**config.mk**
```make
export PLATFORM = sky130hd
export DESIGN_NAME = elevator_top
export DESIGN_NICKNAME = d
export VERILOG_FILES = /design/src/hdl/motion_pkg.sv /design/src/hdl/cargo_pkg.sv /design/src/hdl/elevator_car_ctrl.sv /design/src/hdl/elevator_cargo_store.sv /design/src/hdl/elevator_top.sv
export SDC_FILE = /design/constraint.sdc
export NUM_CORES = 1
export LEC_CHECK = 0
export ABC_AREA = 1
export BUFFER_PORTS_ARGS = -buffer_cell sky130_fd_sc_hd__buf_4
export CAP_MARGIN = 40
export CORE_UTILIZATION = 35
export CTS_BUF_LIST = sky130_fd_sc_hd__clkbuf_8
export CTS_CLUSTER_SIZE = 10
export DETAILED_ROUTE_END_ITERATION = 10
export GPL_TIMING_DRIVEN = 0
export PLACE_DENSITY = 0.57
export SYNTH_ARGS = -nofsm -noshare
export SYNTH_HDL_FRONTEND = slang
export SYNTH_HIERARCHICAL = 1
export SYNTH_SLANG_ARGS = --single-unit
```
**constraint.sdc**
```tcl
create_clock -name clk -period 14.7 [get_ports clk]
set_input_delay 1.47 -clock clk [delete_from_list [all_inputs] [get_ports clk]]
set_output_delay 1.47 -clock clk [all_outputs]
set_load 0.05 [all_outputs]
```
**src/hdl/motion_pkg.sv**
```systemverilog
package motion_pkg;

    // Building size
    localparam int num_floors = 4;

    typedef logic [$clog2(num_floors)-1:0] floor_t;

    // Travel timing, in clock cycles
    localparam int floor_cycles = 4;
    localparam int door_cycles  = 3;

    // Shared timer covers the longer of the two intervals
    localparam int timer_width =
        $clog2(floor_cycles > door_cycles ? floor_cycles : door_cycles);

    typedef logic [timer_width-1:0] timer_t;

    // Car motion
    typedef enum logic [1:0] {
        idle,
        moving,
        door_open
    } car_state_e;

    // Command opcode
    typedef enum logic {
        op_load,
        op_run
    } cmd_op_e;

endpackage

```
**src/hdl/cargo_pkg.sv**
```systemverilog
package cargo_pkg;

    // Car store size
    localparam int num_slots = 8;

    typedef logic [$clog2(num_slots)-1:0] slot_addr_t;

    // One extra bit so a full store (8) fits
    typedef logic [$clog2(num_slots):0] slot_count_t;

    typedef enum logic [1:0] {
        crate,
        parcel,
        trolley,
        bin
    } obj_kind_e;

    // One object in the car
    typedef struct packed {
        logic               valid;
        obj_kind_e          kind;
        motion_pkg::floor_t dest;
    } cargo_obj_t;

    // Report of one stop
    typedef struct packed {
        motion_pkg::floor_t floor;
        slot_count_t        unloaded;
    } arrival_t;

    // Command word from outside, obj only matters for op_load
    typedef struct packed {
        motion_pkg::cmd_op_e op;
        cargo_obj_t          obj;
    } car_cmd_t;

endpackage

```
**src/hdl/elevator_car_ctrl.sv**
```systemverilog
module elevator_car_ctrl (
    input  logic                   clk,
    input  logic                   clear,
    input  logic                   cmd_strobe,
    input  cargo_pkg::car_cmd_t    cmd,
    input  cargo_pkg::cargo_obj_t  head_obj,
    output logic                   load_strobe,
    output cargo_pkg::cargo_obj_t  load_obj,
    output logic                   unload_strobe,
    output motion_pkg::floor_t     unload_floor,
    output motion_pkg::floor_t     cur_floor,
    output logic                   busy
);

    import motion_pkg::*;

    car_state_e state;
    timer_t     timer;
    floor_t     next_floor;
    logic       run_accept;
    logic       at_target;

    // Commands are only taken while the car stands idle
    assign load_strobe = cmd_strobe && (cmd.op == op_load) && (state == idle);
    assign load_obj    = cmd.obj;

    // A run with an empty car is dropped
    assign run_accept = cmd_strobe && (cmd.op == op_run) && (state == idle)
                        && head_obj.valid;

    // Target is always the oldest object on board
    assign at_target  = (cur_floor == head_obj.dest);
    assign next_floor = (head_obj.dest > cur_floor) ? cur_floor + 1'b1
                                                    : cur_floor - 1'b1;

    assign unload_floor = cur_floor;
    assign busy         = (state != idle);

    always_ff @(posedge clk or posedge clear) begin
        if (clear) begin
            state         <= idle;
            timer         <= '0;
            cur_floor     <= '0;
            unload_strobe <= 1'b0;
        end else begin
            unload_strobe <= 1'b0;
            case (state)
                idle: begin
                    if (run_accept) begin
                        timer <= '0;
                        if (at_target) begin
                            state         <= door_open;
                            unload_strobe <= 1'b1;
                        end else begin
                            state <= moving;
                        end
                    end
                end
                moving: begin
                    if (at_target) begin
                        // Arrived, open the door and unload this floor
                        state         <= door_open;
                        unload_strobe <= 1'b1;
                        timer         <= '0;
                    end else if (timer == timer_t'(floor_cycles - 1)) begin
                        timer     <= '0;
                        cur_floor <= next_floor;
                    end else begin
                        timer <= timer + 1'b1;
                    end
                end
                door_open: begin
                    if (timer == timer_t'(door_cycles - 1)) begin
                        timer <= '0;
                        // Head slot already shows the survivors here
                        state <= head_obj.valid ? moving : idle;
                    end else begin
                        timer <= timer + 1'b1;
                    end
                end
                default: begin
                    state <= idle;
                end
            endcase
        end
    end

    a_floor_step: assert property (
        @(posedge clk) disable iff (clear)
        !$stable(cur_floor) |->
            (int'(cur_floor) == int'($past(cur_floor)) + 1) ||
            (int'(cur_floor) + 1 == int'($past(cur_floor)))
    );

    a_floor_moves_only_moving: assert property (
        @(posedge clk) disable iff (clear)
        !$stable(cur_floor) |-> ($past(state) == moving)
    );

    a_unload_on_entry: assert property (
        @(posedge clk) disable iff (clear)
        unload_strobe |-> (state == door_open) && ($past(state) != door_open)
    );

endmodule

```
**src/hdl/elevator_cargo_store.sv**
```systemverilog
module elevator_cargo_store (
    input  logic                   clk,
    input  logic                   clear,
    input  logic                   load_strobe,
    input  cargo_pkg::cargo_obj_t  load_obj,
    input  logic                   unload_strobe,
    input  motion_pkg::floor_t     unload_floor,
    input  cargo_pkg::slot_addr_t  read_addr,
    output cargo_pkg::cargo_obj_t  read_slot,
    output cargo_pkg::cargo_obj_t  head_obj,
    output logic                   has_room,
    output logic                   arrival_strobe,
    output cargo_pkg::arrival_t    arrival
);

    import cargo_pkg::*;
    import motion_pkg::*;

    // Slots kept in load order, valid ones always packed from slot 0
    cargo_obj_t  slots [num_slots];
    cargo_obj_t  kept [num_slots];
    slot_count_t occupied;
    slot_count_t removed;
    logic        gap_found;

    function automatic logic bound_for(cargo_obj_t obj, floor_t fl);
        return obj.valid && (obj.dest == fl);
    endfunction

    // Occupancy, and a check that no invalid slot sits below a valid one
    always_comb begin
        occupied  = '0;
        gap_found = 1'b0;
        for (int i = 0; i < num_slots; i++) begin
            if (slots[i].valid)
                occupied = occupied + 1'b1;
        end
        for (int i = 0; i < num_slots - 1; i++) begin
            if (slots[i + 1].valid && !slots[i].valid)
                gap_found = 1'b1;
        end
    end

    // Survivors of an unload, compacted toward slot 0
    always_comb begin
        slot_count_t kept_n;
        kept   = '{default: '0};
        kept_n = '0;
        for (int i = 0; i < num_slots; i++) begin
            if (slots[i].valid && !bound_for(slots[i], unload_floor)) begin
                kept[slot_addr_t'(kept_n)] = slots[i];
                kept_n = kept_n + 1'b1;
            end
        end
        removed = occupied - kept_n;
    end

    assign has_room = (occupied < slot_count_t'(num_slots));
    assign head_obj = slots[0];

    always_ff @(posedge clk or posedge clear) begin
        if (clear) begin
            slots          <= '{default: '0};
            read_slot      <= '0;
            arrival_strobe <= 1'b0;
        end else begin
            if (unload_strobe) begin
                slots <= kept;
            end else if (load_strobe && has_room) begin
                // Next free slot is at the occupied count
                slots[slot_addr_t'(occupied)] <= '{
                    valid: 1'b1,
                    kind:  load_obj.kind,
                    dest:  load_obj.dest
                };
            end
            read_slot      <= slots[read_addr];
            arrival_strobe <= unload_strobe;
        end
    end

    // Stop report payload, qualified by arrival_strobe
    always_ff @(posedge clk) begin
        if (unload_strobe) begin
            arrival.floor    <= unload_floor;
            arrival.unloaded <= removed;
        end
    end

    // Controller loads only while idle and unloads only on a stop
    a_no_load_unload: assert property (
        @(posedge clk) disable iff (clear)
        !(load_strobe && unload_strobe)
    );

    a_slots_packed: assert property (
        @(posedge clk) disable iff (clear)
        !gap_found
    );

endmodule

```
**src/hdl/elevator_top.sv**
```systemverilog
module elevator_top (
    input  logic                   clk,
    input  logic                   clear,
    input  logic                   cmd_strobe,
    input  cargo_pkg::car_cmd_t    cmd,
    input  cargo_pkg::slot_addr_t  read_addr,
    output cargo_pkg::cargo_obj_t  read_slot,
    output logic                   has_room,
    output motion_pkg::floor_t     cur_floor,
    output logic                   busy,
    output logic                   arrival_strobe,
    output cargo_pkg::arrival_t    arrival
);

    import cargo_pkg::*;
    import motion_pkg::*;

    logic       load_strobe;
    cargo_obj_t load_obj;
    logic       unload_strobe;
    floor_t     unload_floor;
    cargo_obj_t head_obj;

    elevator_car_ctrl u_ctrl (
        .clk           (clk),
        .clear         (clear),
        .cmd_strobe    (cmd_strobe),
        .cmd           (cmd),
        .head_obj      (head_obj),
        .load_strobe   (load_strobe),
        .load_obj      (load_obj),
        .unload_strobe (unload_strobe),
        .unload_floor  (unload_floor),
        .cur_floor     (cur_floor),
        .busy          (busy)
    );

    elevator_cargo_store u_store (
        .clk            (clk),
        .clear          (clear),
        .load_strobe    (load_strobe),
        .load_obj       (load_obj),
        .unload_strobe  (unload_strobe),
        .unload_floor   (unload_floor),
        .read_addr      (read_addr),
        .read_slot      (read_slot),
        .head_obj       (head_obj),
        .has_room       (has_room),
        .arrival_strobe (arrival_strobe),
        .arrival        (arrival)
    );

endmodule

```
==> metrics.yaml <==
status: "finished clean"
cts_tree: "done"
cpMostUsedCell: "nand2_1"
antenna_found_initial: 0
die_h_um: 147.3
first_pass_iters: 8
overflow: 0
layout_setup_ws_ns: 8.204
clock-skew-final_ns: 0.01240
dp_slack_ns: 8.269
synth_area_um2: 7387
grt_first_pass_wirelength_um: 41140
wl_per_cell_um: 17.36
synthesis.area_per_instance_um2: 5.929
setup_viol: 0
clockRootBuffer: "clkbuf_8"
cts_sinks: 59
crit_fanout: 10
postCtsSetupBuffers: 0
startpoint_type: "flip-flop"
clockBufferDepth: 2
arrival_ns: 6.61
rows: 52
slew_headroom: 0.4162
vias: 8294
fill_cells: 2273
period_share: 0.4419
io_pins: 28
cts_hold_buf: 0
dp_hpwl_um: 21180
ys_warn_count: 6
worst_pin_slew_ns: 0.8757
port_buffers: 21
fin_cells: 1554
end_kind: "flip-flop"
die_width_um: 147.3
syn2layout_area_growth_pct: 9.942
grt_pass1_vias: 7312
drtIter0Drc: 1087
antennaDiodeCount: 0
place.gp.congestion: 0.9362
finalSetupTns_ns: 0
crit_path_max_incr_delay_ns: 0.61
die_area_um2: 21690
drc: 0
wirelength_um: 26970
grt_max_degree: 25
htreeDepth: 3
maxSlewViolCount: 0
syn_nets: 1287
initial_utilization: 0.3604
core_um2: 20490
syn_inst: 1246
dp.cells: 1538
slowest_stage: "fa_1"
track_usage: 0.2488
fmaxAchievable_mhz: 153.9
grt_setup_unrepaired: "false"
drive_gt1_frac: 0.1301
min_period_ns: 6.496
cts_buffers: 9
hold_violations: 0
clk_latency_ns: 0.36
path_class: "flip-flop to flip-flop"
fin_nets: 1320
route.antenna.remaining_nets: 0
via_per_inst: 5.337
crit_required_ns: 14.81
maxCapViolations: 0
hp-class: "flip-flop to flip-flop"
clkTransAtPathRegs_ns: 0.08
ctsResizeCount: 0
-- cell usage in the layout, fill, tap and decap left out, types with 8 or more instances in the layout --
cell type and n:
a21oi_1 33, buf_2 17, buf_4 34, clkbuf_1 20, clkbuf_8 10, dfrtp_1 53, ha_1 27, inv_1 106
inv_2 11, nand2_1 408, nand2_2 26, nand2_4 13, nand3_1 167, nand3_2 15, nand4_1 51, nor2_1 133
nor2_2 8, o211ai_1 9, o21ai_0 53, o21ai_1 8, or2_2 10, xnor2_1 11
-- metal layers --
| layer | wire (µm) | share of wire | global-route usage |
|---|---|---|---|
| met3 | 1802 | 0.067 | 0.03913 |
| met5 | 0 | 0 | 0 |
| met4 | 785 | 0.029 | 0.09433 |
| met2 | 11840 | 0.44 | 0.3849 |
| met1 | 12540 | 0.47 | 0.3462 |
-- metrics by stage --
step / cell area [µm²] / util / hold WS, ns
final: 8122 / 0.3963 / 0.5280
after global routing: 8122 / 0.3963 / 0.5962
after CTS: 8122 / 0.3963 / 0.5337
after detailed placement: 7903 / 0.3856 / 0.5115
after global placement: 7883 / 0.3846 / 0.5188
after floorplan: 7387 / - / 0.4809
-- flip-flops by register name, indices dropped and copies added (netlist names) --
signal and flops:
u_ctrl/state 2, u_store/read_slot 5, u_store/slots 35, u_store/arrival_strobe 1, u_store/head_obj 5, u_store/arrival 6
u_ctrl/cur_floor 2, u_ctrl/timer 2, u_ctrl/unload_strobe 1
-- worst paths after layout --
kind                                                   endpoint  depth (start not counted)  slack (ns)                             from
worst max-delay path               u_store/arrival[3]$_DFFE_PP_                         32        8.20  u_ctrl/cur_floor[0]$_DFFE_PP0P_
min in group asynchronous           u_ctrl/timer[1]$_DFFE_PP0P_                          2        1.06                            clear
worst max register to register     u_store/arrival[3]$_DFFE_PP_                         32        8.20  u_ctrl/cur_floor[0]$_DFFE_PP0P_
max in group asynchronous         u_store/slots[11]$_DFFE_PP0P_                          3       13.00                            clear
worst min register to register  u_ctrl/cur_floor[1]$_DFFE_PP0P_                          2        0.53  u_ctrl/cur_floor[1]$_DFFE_PP0P_
worst min-delay path            u_ctrl/cur_floor[1]$_DFFE_PP0P_                          2        0.53  u_ctrl/cur_floor[1]$_DFFE_PP0P_
-- final cells by class --
class | instances | area (µm²) | share of cell area
plain buffers | 57 | 322.8 | 0.03975
clock buffers | 10 | 137.6 | 0.01695
clock inverters | 6 | 81.33 | 0.01001
inverters | 120 | 454.2 | 0.05592
multi-input cells | 1010 | 5104 | 0.6284
flip-flops and latches | 59 | 1506 | 0.1855
well taps | 270 | 337.8 | 0.04160
repair buffers | 22 | 177.7 | 0.02188
-- worst max-delay path, delay by kind of cell, from the launching register on --
kind	cells	cell delay (ns)
simple gates	16	1.95
xor+xnor	1	0.14
flops	1	0.46
buf+inv	6	0.85
compound gates	2	0.37
fa+ha+maj	7	2.47
Power is left out: the tool's default activity adds up to more than one toggle a clock period on the data nets, which glitch-free logic cannot reach.
